===== src/nand_ctrl_config.svh =====
`ifndef NAND_CTRL_CONFIG_SVH
`define NAND_CTRL_CONFIG_SVH

// widths
`define NC_HOST_CMD_W        16
`define NC_FLASH_CMD_W       8
`define NC_REG_ADDR_W        12

// wait lengths in clock cycles
`define NC_TCLR_CYCLES       4
`define NC_TWB_CYCLES        6
`define NC_WAIT_CNT_W        4

// buffer register map
`define NC_ID_REG_BASE       12'h800
`define NC_STATUS_REG_ADDR   12'h806

// flash command bytes
`define NC_CMD_RESET         8'hFF
`define NC_CMD_STATUS        8'h70
`define NC_CMD_READ_ID       8'h90
`define NC_CMD_ERASE_SETUP   8'h60
`define NC_CMD_ERASE_CONFIRM 8'hD0
`define NC_CMD_ID_ADDR       8'h00

`endif


===== src/nand_ctrl_pkg.sv =====
package nand_ctrl_pkg;

  //////////////////////////////
  // host operation class
  //////////////////////////////
  typedef enum logic [2:0] {
    OP_NONE    = 3'd0,
    OP_RESET   = 3'd1,
    OP_STATUS  = 3'd2,
    OP_READ_ID = 3'd3,
    OP_ERASE   = 3'd4
  } op_e;

  //////////////////////////////
  // sequencer states
  //////////////////////////////
  typedef enum logic [4:0] {
    S_IDLE,
    // device reset
    S_RST_CMD, S_RST_TGL, S_RST_CLR, S_RST_WAIT, S_RST_BUSY,
    // read status
    S_STA_CMD, S_STA_TGL, S_STA_CLR, S_STA_WAIT, S_STA_READ,
    // read id
    S_ID_CMD, S_ID_TGL, S_ID_ADDR_CMD, S_ID_ADDR_TGL, S_ID_READ,
    // block erase
    S_ERS_CMD, S_ERS_TGL, S_ERS_ROW1, S_ERS_ROW2, S_ERS_ROW3,
    S_ERS_CFM_CMD, S_ERS_CFM_TGL, S_ERS_CLR, S_ERS_WAIT, S_ERS_BUSY,
    // shared end of operation
    S_DONE
  } state_e;

  // cycle kind for the toggle controller
  typedef enum logic [2:0] {
    TG_CMD      = 3'b000,
    TG_ADDR     = 3'b001,
    TG_REG_READ = 3'b010
  } toggle_code_e;

  // flash bus source
  typedef enum logic [1:0] {
    CAD_CMD  = 2'b11,
    CAD_ADDR = 2'b10
  } cad_sel_e;

  // row address byte select
  typedef enum logic [2:0] {
    AMUX_ROW1 = 3'b010,
    AMUX_ROW2 = 3'b011,
    AMUX_ROW3 = 3'b100
  } amux_sel_e;

endpackage


===== src/nand_cmd_decode.sv =====
`include "nand_ctrl_config.svh"

module nand_cmd_decode (
  input  logic                        clk,
  input  logic                        rstn,
  input  logic                        start_i,
  input  logic [`NC_HOST_CMD_W-1:0]   command_i,
  output nand_ctrl_pkg::op_e          op_o,
  output logic                        id_six_byte_o
);

  localparam logic [`NC_HOST_CMD_W-1:0] HOST_RESET =
    {`NC_CMD_RESET, {`NC_FLASH_CMD_W{1'b0}}};
  localparam logic [`NC_HOST_CMD_W-1:0] HOST_STATUS =
    {`NC_CMD_STATUS, {`NC_FLASH_CMD_W{1'b0}}};
  localparam logic [`NC_HOST_CMD_W-1:0] HOST_ERASE =
    {`NC_CMD_ERASE_SETUP, `NC_CMD_ERASE_CONFIRM};

  nand_ctrl_pkg::op_e op_class;

  // read id only looks at the upper byte
  always_comb begin
    op_class = nand_ctrl_pkg::OP_NONE;
    if (command_i == HOST_RESET) begin
      op_class = nand_ctrl_pkg::OP_RESET;
    end else if (command_i == HOST_STATUS) begin
      op_class = nand_ctrl_pkg::OP_STATUS;
    end else if (command_i[`NC_HOST_CMD_W-1 -: `NC_FLASH_CMD_W] == `NC_CMD_READ_ID) begin
      op_class = nand_ctrl_pkg::OP_READ_ID;
    end else if (command_i == HOST_ERASE) begin
      op_class = nand_ctrl_pkg::OP_ERASE;
    end
  end

  // held for one cycle after the start strobe only
  always_ff @(posedge clk) begin
    if (!rstn) begin
      op_o          <= nand_ctrl_pkg::OP_NONE;
      id_six_byte_o <= 1'b0;
    end else if (start_i) begin
      op_o          <= op_class;
      id_six_byte_o <= command_i[5];
    end else begin
      op_o          <= nand_ctrl_pkg::OP_NONE;
      id_six_byte_o <= 1'b0;
    end
  end

endmodule


===== src/nand_ctrl_top.sv =====
`include "nand_ctrl_config.svh"

module nand_ctrl_top (
  input  logic                          clk,
  input  logic                          rstn,
  input  logic                          start_i,
  input  logic [`NC_HOST_CMD_W-1:0]     command_i,
  input  logic                          address_num_i,
  input  logic                          r_nb_i,
  input  logic                          toggle_done_i,
  output logic                          toggle_en_o,
  output nand_ctrl_pkg::toggle_code_e   cmd_code_o,
  output logic [`NC_FLASH_CMD_W-1:0]    cmd_o,
  output logic                          cmd_en_o,
  output logic                          radr_en_o,
  output nand_ctrl_pkg::cad_sel_e       cad_sel_o,
  output nand_ctrl_pkg::amux_sel_e      amux_sel_o,
  output logic [`NC_REG_ADDR_W-1:0]     bf_reg_addr_o,
  output logic                          op_done_o
);

  nand_ctrl_pkg::op_e op;
  logic               id_six_byte;
  logic               wait_clr;
  logic               wait_en;
  logic               tclr_done;
  logic               twb_done;

  nand_cmd_decode u_decode (
    .clk           (clk),
    .rstn          (rstn),
    .start_i       (start_i),
    .command_i     (command_i),
    .op_o          (op),
    .id_six_byte_o (id_six_byte)
  );

  nand_wait_timer u_timer (
    .clk         (clk),
    .rstn        (rstn),
    .wait_clr_i  (wait_clr),
    .wait_en_i   (wait_en),
    .tclr_done_o (tclr_done),
    .twb_done_o  (twb_done)
  );

  nand_seq_fsm u_seq (
    .clk           (clk),
    .rstn          (rstn),
    .op_i          (op),
    .id_six_byte_i (id_six_byte),
    .address_num_i (address_num_i),
    .r_nb_i        (r_nb_i),
    .toggle_done_i (toggle_done_i),
    .tclr_done_i   (tclr_done),
    .twb_done_i    (twb_done),
    .wait_clr_o    (wait_clr),
    .wait_en_o     (wait_en),
    .toggle_en_o   (toggle_en_o),
    .cmd_code_o    (cmd_code_o),
    .cmd_o         (cmd_o),
    .cmd_en_o      (cmd_en_o),
    .radr_en_o     (radr_en_o),
    .cad_sel_o     (cad_sel_o),
    .amux_sel_o    (amux_sel_o),
    .bf_reg_addr_o (bf_reg_addr_o),
    .op_done_o     (op_done_o)
  );

endmodule


===== src/nand_seq_fsm.sv =====
`include "nand_ctrl_config.svh"

module nand_seq_fsm (
  input  logic                          clk,
  input  logic                          rstn,
  input  nand_ctrl_pkg::op_e            op_i,
  input  logic                          id_six_byte_i,
  input  logic                          address_num_i,
  input  logic                          r_nb_i,
  input  logic                          toggle_done_i,
  input  logic                          tclr_done_i,
  input  logic                          twb_done_i,
  output logic                          wait_clr_o,
  output logic                          wait_en_o,
  output logic                          toggle_en_o,
  output nand_ctrl_pkg::toggle_code_e   cmd_code_o,
  output logic [`NC_FLASH_CMD_W-1:0]    cmd_o,
  output logic                          cmd_en_o,
  output logic                          radr_en_o,
  output nand_ctrl_pkg::cad_sel_e       cad_sel_o,
  output nand_ctrl_pkg::amux_sel_e      amux_sel_o,
  output logic [`NC_REG_ADDR_W-1:0]     bf_reg_addr_o,
  output logic                          op_done_o
);

  nand_ctrl_pkg::state_e state_q;
  nand_ctrl_pkg::state_e state_d;
  logic                  six_byte_q;
  logic [2:0]            id_idx_q;
  logic [2:0]            id_last;

  assign id_last = six_byte_q ? 3'd5 : 3'd3;

  always_ff @(posedge clk) begin
    if (!rstn) begin
      state_q <= nand_ctrl_pkg::S_IDLE;
    end else begin
      state_q <= state_d;
    end
  end

  // id length and byte index, set up while idle
  always_ff @(posedge clk) begin
    if (!rstn) begin
      six_byte_q <= 1'b0;
      id_idx_q   <= 3'd0;
    end else if (state_q == nand_ctrl_pkg::S_IDLE) begin
      six_byte_q <= id_six_byte_i;
      id_idx_q   <= 3'd0;
    end else if ((state_q == nand_ctrl_pkg::S_ID_READ) && toggle_done_i) begin
      id_idx_q <= id_idx_q + 3'd1;
    end
  end

  always_comb begin
    state_d       = state_q;
    wait_clr_o    = 1'b0;
    wait_en_o     = 1'b0;
    toggle_en_o   = 1'b0;
    cmd_code_o    = nand_ctrl_pkg::TG_CMD;
    cmd_o         = '0;
    cmd_en_o      = 1'b0;
    radr_en_o     = 1'b0;
    cad_sel_o     = nand_ctrl_pkg::CAD_CMD;
    amux_sel_o    = nand_ctrl_pkg::AMUX_ROW1;
    bf_reg_addr_o = '0;
    op_done_o     = 1'b0;
    case (state_q)
      // op_i is only valid the cycle after start
      nand_ctrl_pkg::S_IDLE: begin
        case (op_i)
          nand_ctrl_pkg::OP_RESET:   state_d = nand_ctrl_pkg::S_RST_CMD;
          nand_ctrl_pkg::OP_STATUS:  state_d = nand_ctrl_pkg::S_STA_CMD;
          nand_ctrl_pkg::OP_READ_ID: state_d = nand_ctrl_pkg::S_ID_CMD;
          nand_ctrl_pkg::OP_ERASE:   state_d = nand_ctrl_pkg::S_ERS_CMD;
          default:                   state_d = nand_ctrl_pkg::S_IDLE;
        endcase
      end

      //////////////////////////////
      // device reset
      //////////////////////////////
      nand_ctrl_pkg::S_RST_CMD: begin
        cmd_o    = `NC_CMD_RESET;
        cmd_en_o = 1'b1;
        state_d  = nand_ctrl_pkg::S_RST_TGL;
      end
      nand_ctrl_pkg::S_RST_TGL: begin
        toggle_en_o = 1'b1;
        if (toggle_done_i) state_d = nand_ctrl_pkg::S_RST_CLR;
      end
      nand_ctrl_pkg::S_RST_CLR: begin
        wait_clr_o = 1'b1;
        state_d    = nand_ctrl_pkg::S_RST_WAIT;
      end
      // tWB before busy is valid
      nand_ctrl_pkg::S_RST_WAIT: begin
        wait_en_o = 1'b1;
        if (twb_done_i) state_d = nand_ctrl_pkg::S_RST_BUSY;
      end
      nand_ctrl_pkg::S_RST_BUSY: begin
        if (r_nb_i) state_d = nand_ctrl_pkg::S_DONE;
      end

      //////////////////////////////
      // read status
      //////////////////////////////
      nand_ctrl_pkg::S_STA_CMD: begin
        cmd_o    = `NC_CMD_STATUS;
        cmd_en_o = 1'b1;
        state_d  = nand_ctrl_pkg::S_STA_TGL;
      end
      nand_ctrl_pkg::S_STA_TGL: begin
        toggle_en_o = 1'b1;
        if (toggle_done_i) state_d = nand_ctrl_pkg::S_STA_CLR;
      end
      nand_ctrl_pkg::S_STA_CLR: begin
        wait_clr_o = 1'b1;
        state_d    = nand_ctrl_pkg::S_STA_WAIT;
      end
      nand_ctrl_pkg::S_STA_WAIT: begin
        wait_en_o = 1'b1;
        if (tclr_done_i) state_d = nand_ctrl_pkg::S_STA_READ;
      end
      nand_ctrl_pkg::S_STA_READ: begin
        toggle_en_o   = 1'b1;
        cmd_code_o    = nand_ctrl_pkg::TG_REG_READ;
        bf_reg_addr_o = `NC_STATUS_REG_ADDR;
        if (toggle_done_i) state_d = nand_ctrl_pkg::S_DONE;
      end

      //////////////////////////////
      // read id
      //////////////////////////////
      nand_ctrl_pkg::S_ID_CMD: begin
        cmd_o    = `NC_CMD_READ_ID;
        cmd_en_o = 1'b1;
        state_d  = nand_ctrl_pkg::S_ID_TGL;
      end
      nand_ctrl_pkg::S_ID_TGL: begin
        toggle_en_o = 1'b1;
        if (toggle_done_i) state_d = nand_ctrl_pkg::S_ID_ADDR_CMD;
      end
      nand_ctrl_pkg::S_ID_ADDR_CMD: begin
        cmd_o    = `NC_CMD_ID_ADDR;
        cmd_en_o = 1'b1;
        state_d  = nand_ctrl_pkg::S_ID_ADDR_TGL;
      end
      // id address byte comes from the command latch
      nand_ctrl_pkg::S_ID_ADDR_TGL: begin
        toggle_en_o = 1'b1;
        cmd_code_o  = nand_ctrl_pkg::TG_ADDR;
        if (toggle_done_i) state_d = nand_ctrl_pkg::S_ID_READ;
      end
      nand_ctrl_pkg::S_ID_READ: begin
        toggle_en_o   = 1'b1;
        cmd_code_o    = nand_ctrl_pkg::TG_REG_READ;
        bf_reg_addr_o = `NC_ID_REG_BASE + {{(`NC_REG_ADDR_W-3){1'b0}}, id_idx_q};
        if (toggle_done_i && (id_idx_q == id_last)) state_d = nand_ctrl_pkg::S_DONE;
      end

      //////////////////////////////
      // block erase
      //////////////////////////////
      nand_ctrl_pkg::S_ERS_CMD: begin
        cmd_o     = `NC_CMD_ERASE_SETUP;
        cmd_en_o  = 1'b1;
        radr_en_o = 1'b1;
        state_d   = nand_ctrl_pkg::S_ERS_TGL;
      end
      nand_ctrl_pkg::S_ERS_TGL: begin
        toggle_en_o = 1'b1;
        if (toggle_done_i) state_d = nand_ctrl_pkg::S_ERS_ROW1;
      end
      nand_ctrl_pkg::S_ERS_ROW1: begin
        toggle_en_o = 1'b1;
        cmd_code_o  = nand_ctrl_pkg::TG_ADDR;
        cad_sel_o   = nand_ctrl_pkg::CAD_ADDR;
        if (toggle_done_i) state_d = nand_ctrl_pkg::S_ERS_ROW2;
      end
      // third row cycle only for larger parts
      nand_ctrl_pkg::S_ERS_ROW2: begin
        toggle_en_o = 1'b1;
        cmd_code_o  = nand_ctrl_pkg::TG_ADDR;
        cad_sel_o   = nand_ctrl_pkg::CAD_ADDR;
        amux_sel_o  = nand_ctrl_pkg::AMUX_ROW2;
        if (toggle_done_i) begin
          state_d = address_num_i ? nand_ctrl_pkg::S_ERS_ROW3 : nand_ctrl_pkg::S_ERS_CFM_CMD;
        end
      end
      nand_ctrl_pkg::S_ERS_ROW3: begin
        toggle_en_o = 1'b1;
        cmd_code_o  = nand_ctrl_pkg::TG_ADDR;
        cad_sel_o   = nand_ctrl_pkg::CAD_ADDR;
        amux_sel_o  = nand_ctrl_pkg::AMUX_ROW3;
        if (toggle_done_i) state_d = nand_ctrl_pkg::S_ERS_CFM_CMD;
      end
      nand_ctrl_pkg::S_ERS_CFM_CMD: begin
        cmd_o    = `NC_CMD_ERASE_CONFIRM;
        cmd_en_o = 1'b1;
        state_d  = nand_ctrl_pkg::S_ERS_CFM_TGL;
      end
      nand_ctrl_pkg::S_ERS_CFM_TGL: begin
        toggle_en_o = 1'b1;
        if (toggle_done_i) state_d = nand_ctrl_pkg::S_ERS_CLR;
      end
      nand_ctrl_pkg::S_ERS_CLR: begin
        wait_clr_o = 1'b1;
        state_d    = nand_ctrl_pkg::S_ERS_WAIT;
      end
      nand_ctrl_pkg::S_ERS_WAIT: begin
        wait_en_o = 1'b1;
        if (twb_done_i) state_d = nand_ctrl_pkg::S_ERS_BUSY;
      end
      // erase result is fetched with a status read
      nand_ctrl_pkg::S_ERS_BUSY: begin
        if (r_nb_i) state_d = nand_ctrl_pkg::S_STA_CMD;
      end

      nand_ctrl_pkg::S_DONE: begin
        op_done_o = 1'b1;
        state_d   = nand_ctrl_pkg::S_IDLE;
      end
      default: state_d = nand_ctrl_pkg::S_IDLE;
    endcase
  end

endmodule


===== src/nand_wait_timer.sv =====
`include "nand_ctrl_config.svh"

module nand_wait_timer (
  input  logic clk,
  input  logic rstn,
  input  logic wait_clr_i,
  input  logic wait_en_i,
  output logic tclr_done_o,
  output logic twb_done_o
);

  logic [`NC_WAIT_CNT_W-1:0] cnt_q;
  logic [`NC_WAIT_CNT_W:0]   cnt_incl;

  // count including the current enabled cycle
  assign cnt_incl = {1'b0, cnt_q} + 1'b1;

  always_ff @(posedge clk) begin
    if (!rstn) begin
      cnt_q <= '0;
    end else if (wait_clr_i) begin
      cnt_q <= '0;
    end else if (wait_en_i && (cnt_q != {`NC_WAIT_CNT_W{1'b1}})) begin
      // saturate at the top
      cnt_q <= cnt_q + 1'b1;
    end
  end

  // done in the last enabled cycle of each wait
  assign tclr_done_o = wait_en_i && (cnt_incl >= `NC_TCLR_CYCLES);
  assign twb_done_o  = wait_en_i && (cnt_incl >= `NC_TWB_CYCLES);

endmodule


===== config.mk =====
export PLATFORM = sky130hd
export DESIGN_NAME = nand_ctrl_top
export DESIGN_NICKNAME = d
export VERILOG_FILES = /design/src/nand_ctrl_pkg.sv /design/src/nand_cmd_decode.sv /design/src/nand_ctrl_top.sv /design/src/nand_seq_fsm.sv /design/src/nand_wait_timer.sv
export VERILOG_INCLUDE_DIRS = /design/src
export SDC_FILE = /design/constraint.sdc
export NUM_CORES = 1
export LEC_CHECK = 0
export BUFFER_PORTS_ARGS = -buffer_cell sky130_fd_sc_hd__buf_4
export CAP_MARGIN = 40
export CORE_MARGIN = 4
export CORE_UTILIZATION = 38
export DETAILED_ROUTE_END_ITERATION = 7
export RECOVER_POWER = 25
export SETUP_SLACK_MARGIN = 0.2
export SLEW_MARGIN = 20
export SYNTH_ARGS = -nofsm -noshare
export SYNTH_HDL_FRONTEND = slang
export SYNTH_SLANG_ARGS = --single-unit
export TNS_END_PERCENT = 10

===== constraint.sdc =====
create_clock -name clk -period 2.12 [get_ports clk]
set_input_delay 0.318 -clock clk [delete_from_list [all_inputs] [get_ports clk]]
set_output_delay 0.318 -clock clk [all_outputs]
set_load 0.05 [all_outputs]

* Word-level counts from Yosys, hierarchy flattened
Index checks and enable logic that the tools add are counted.
W data, S select, Z words.
** Storage, ports and cells
- Flip-flop bits (word level) :: 17
- Word-level logic and storage cells :: 122
** Cells by class
- $add $sub $neg :: 4
- Magnitude comparators :: 2
- Eq/ne operators :: 52
- Mux-type cells :: 35
- Bitwise gates (word level) :: 2
- Reductions and logical operators :: 19
** Operator list (count)
- $pmux W5 S26 :: 1
- $mux W5 :: 16
- $eq A5 B5 Y1 const B :: 11
- $eq A5 B4 Y1 const B :: 8
- $pmux W8 S5 :: 1
- $eq A16 B15 Y1 const B :: 2
- $ne A2 B2 Y1 const B :: 16
- $pmux W12 S2 :: 1
- $eq A5 B3 Y1 const B :: 4
- $pmux W5 S4 :: 1
- $eq A16 B16 Y1 const B :: 1
- $reduce_and A16 Y1 :: 1
- $add A12 B3 Y12 const A :: 1
- $reduce_or A3 Y1 :: 4
- $reduce_or A11 Y1 :: 1
- $eq A5 B2 Y1 const B :: 2
- $ge A5 B3 Y1 const B :: 2
- $mux W1 :: 9
- $eq A8 B8 Y1 const B :: 1
- $eq A3 B2 Y1 const B :: 2
- $mux W3 :: 2
- $pmux W3 S2 :: 1
- $reduce_or A2 Y1 :: 3
- $reduce_or A6 Y1 :: 1
- 16 further kinds :: 22

* Depth between registers and ports, before layout
- Depth in word-level cells :: 6
- Gate-level depth with buffers :: 8
- Depth with buffers taken out :: 8

* Modules after synthesis
A second synthesis with hierarchy kept.
** Unflattened totals
- Cell total of the unflattened synthesis :: 246
- Area total of the unflattened synthesis :: 1762.9 um^2
** By module, submodules not included
- nand_seq_fsm :: instances 1, cells each 190, area an instance 1263.7 um^2
- nand_wait_timer :: instances 1, cells each 33, area an instance 282.8 um^2
- nand_cmd_decode :: instances 1, cells each 23, area an instance 216.5 um^2

* Worst setup path after synthesis
OpenSTA, ideal clock, no wires.
- Path type :: reg-to-output
- Start point :: register u_seq.state_q[0]
- End point :: output amux_sel_o[0]
- Arrival :: 2578 ps
- Data required time :: 1802 ps
- Setup slack :: -776 ps
- Cell stages (with the launch flop) :: 5
- Path buffers :: 3
- Cell sequence :: dfxtp_1 > buf_4 > buf_2 > buf_1 > nor4b_1
** On the way
- Longest elaborated chain between the ends :: 2
** RTL lines
- start, declared :: RTL line nand_seq_fsm.sv:26 : nand_ctrl_pkg::state_e state_q;
- start signal, assigned :: RTL line nand_seq_fsm.sv:36 : state_q <= nand_ctrl_pkg::S_IDLE;
- start signal, assigned :: RTL line nand_seq_fsm.sv:38 : state_q <= state_d;
- $eq A5 B5 Y1 :: RTL line nand_seq_fsm.sv:68 : case (state_q)
- $pmux W3 S2 (*) :: RTL line nand_seq_fsm.sv:68
- end, declared :: RTL line nand_ctrl_top.sv:17 : output nand_ctrl_pkg::amux_sel_e amux_sel_o,
Mark *: on every way between the ends. The rest lies on a longest branch, timed or not.

* Worst setup path after layout
- Start point :: register u_seq.state_q[3]
- End point :: output amux_sel_o[2]
The elaborated chain is that of the path after synthesis.

==> metrics.txt <==
status=complete, no violations; first-pass GRT wire length=6.87 mm; maxcap violations=0; crit path DAT=1610 ps; initial antenna violation count=0; critical path capture point type=output pin; synth top area cells=dfxtp_1 (21%), buf_4 (7.4%), nor2_1 (6.0%); async set or reset register ratio after synthesis=0; CTS Hold Bufs=0; Leak=0.877 nW; period utilisation layout=0.908; reg2reg end=u_seq.state_q[3]; Syn-to-layout area delta=31.0%; final slew viol count=0; post-DP HPWL=3.30 mm; Initial Util=0.399; IO Count=54; die area=5400 um^2; number of global-route vias before repair=1480; CP Launch Type=flop; ratio of cells with drive above 1 in the final layout=0.340; Total Routing Usage GR=0.158; critical path class=flop to output pin; reg2reg setup slack=260 ps; placement row count=23; Crit Reg-Reg Startpoint=u_timer.cnt_q[0]; largest net degree at the start of global routing=23; routed wire length per instance=13.4 um; crit-path max FO=16; # fillers=418; capture point of the worst path=amux_sel_o[2]; Post-Route Utilization=0.522; post-CTS setup buffers=0; post-synth top area share=0.209; Pwr Density=1460 nW/um^2; Final min period=1930 ps; CTS Buf Count=3; Most used DFF post-synth=dfxtp_1; worst path required time=1800 ps; total power=3.11 mW; Die X=73.5 um; worst slew pin tran=505 ps; Routed Antenna Nets=0; final WL=4.21 mm; number of diodes=0; H-tree depth=1; RSZ-0062 raised after global routing=yes; number of synthesized register bits=17; final net count=291; relative slew slack=0.663; register area share after synthesis=0.209; Post-synth EDFFs=0; Clock Path Buffers=2; YS warnings=0; Synth cell types=57; Critical path origin=u_seq.state_q[3]; FMAX=0.519 GHz; worst hold path type=primary input to flop; RePlAce Congestion=0.834; clk_lat worst skew=260 ps; CTS tree=yes; die height=73.5 um; port buffer count=43; Root Driver=clkbuf_8; Clock transition at path regs=70 ps; 1st-iter DRT viols=80; synthesized area=1630 um^2; DRC violations left=0; Syn Area/Cell=7.24 um^2; Post-Synthesis Cells=225; largest area contributor in the netlist=dfxtp_1; Core ar.=4090 um^2; Setup Skew=3.25 ps; Hold Slack=244 ps; Final Hold Fails=0; grt total ovfl=0; peak supply drop=0.000451 V; CTS Sinks=17; Setup violations, final=0; vias per std cell=5.48; R2R cell count=7; TritonRoute pass-1 iters=4; vias=1726
## what timing repair did
action | 4_1_cts | 5_1_grt
resized for setup | 2 | 21
pin swaps | 0 | 3
setup endpoints to repair | 22 | 27
## placed cells by master, fill, tap and decap left out, types with 3 or more instances in the layout
master / n
o21ai_1: 3
nand4_1: 3
nand2b_1: 6
a21oi_2: 4
nor2_1: 23
or3_1: 4
inv_1: 6
mux2i_1: 3
a31oi_1: 3
nor4_1: 4
dfxtp_2: 3
conb_1: 10
nand2_1: 18
o21ai_0: 8
nor2_2: 5
buf_4: 51
o211ai_1: 3
nor2b_1: 6
buf_6: 3
o31ai_1: 4
xor2_1: 5
nor3_1: 4
a211oi_1: 3
clkbuf_8: 3
a21oi_1: 6
o221a_1: 5
dfxtp_1: 12
nand3_1: 9
## registers in the layout, indices dropped and copies added (netlist names)
signal,flops
u_seq.six_byte_q,1
u_seq.id_idx_q,3
u_decode.op_o,3
u_timer.cnt_q,4
u_decode.id_six_byte_o,1
u_seq.state_q,5
## cell usage after synthesis (all sizes together), types with 2 or more instances
| cell | count |
|---|---|
| nor2 | 29 |
| o211ai | 3 |
| ha | 3 |
| nor4 | 4 |
| o31ai | 5 |
| inv | 7 |
| a21oi | 10 |
| a41oi | 2 |
| o21ai | 11 |
| dfxtp | 17 |
| nor3 | 4 |
| nand3 | 9 |
| a31oi | 3 |
| nand4b | 2 |
| nand4 | 3 |
| and3 | 2 |
| nand2 | 19 |
| a211oi | 3 |
| mux2i | 3 |
| o311ai | 2 |
| conb | 2 |
| a22oi | 2 |
| o221a | 6 |
| buf | 28 |
| or3 | 4 |
| xnor2 | 2 |
| o32ai | 2 |
| clkbuf | 2 |
| xor2 | 5 |
| nor2b | 8 |
| nand2b | 6 |
## worst min path at each step
| stage | endpoint | cells past startpoint | slack, ps | startpoint |
|---|---|---|---|---|
| 5_1_grt | u_decode.op_o[2] | 2 | 270 | command_i[15] |
| 3_3_place_gp | u_seq.six_byte_q | 2 | 460 | u_decode.id_six_byte_o |
| 4_1_cts | u_decode.op_o[2] | 2 | 240 | command_i[15] |
| 6_report | u_decode.op_o[2] | 2 | 240 | command_i[15] |
| 3_5_place_dp | u_seq.six_byte_q | 2 | 480 | u_decode.id_six_byte_o |
| 2_1_floorplan | u_decode.op_o[2] | 1 | 390 | command_i[15] |
## critical path, cell delays in order, from the launching register on
cell      delay [ps]
dfxtp_2          370
buf_12           160
nand2b_1         200
or3_1            380
inv_1             60
buf_4            180
## logic make-up after synthesis
group,Yosys count,synth area share
AOI/OAI and AO/OA,57,0.254
xor gates and xnor gates,7,0.0376
adders and majority gates,3,0.0230
buffers and inverters,37,0.133
DFF,17,0.209
muxes,3,0.0184
other,2,0.00461
and+or+nand+nor,99,0.320
## final cells by class
class                   count  area [um^2]  share of cell area
repair buffers             58          468               0.219
well taps                  50         62.6              0.0293
flip-flops and latches     17          352               0.165
inverters                   7         26.3              0.0123
multi-input cells         179         1180               0.552
clock inverters             1         5.00             0.00235
clock buffers               3         41.3              0.0194
## per-layer routing
layer  share of wire  up-vias  track usage
li1                -      873            -
met1            0.47      790        0.220
met5               0        -            0
met2            0.46       57        0.260
met4           0.013        0       0.0362
met3           0.059        6       0.0164
## power by group
| part | leakage [nW] | switching (mW) | internal, mW |
|---|---|---|---|
| sequential | 0.141 | 0.118 | 0.395 |
| combinational | 0.711 | 1.46 | 0.890 |
| clock | 0.0255 | 0.119 | 0.131 |
| total | 0.877 | 1.69 | 1.41 |
## per-stage QoR
step	TNS (ps)	setup slack, ps	instance area [um^2]	cells
2_1_floorplan	-679	-110	1700	233
3_3_place_gp	0	207	2040	311
3_5_place_dp	0	149	2040	311
4_1_cts	0	127	2080	315
5_1_grt	0	84.8	2130	315
6_report	0	195	2130	315
Note: power is estimated with default switching activity, not from simulation.
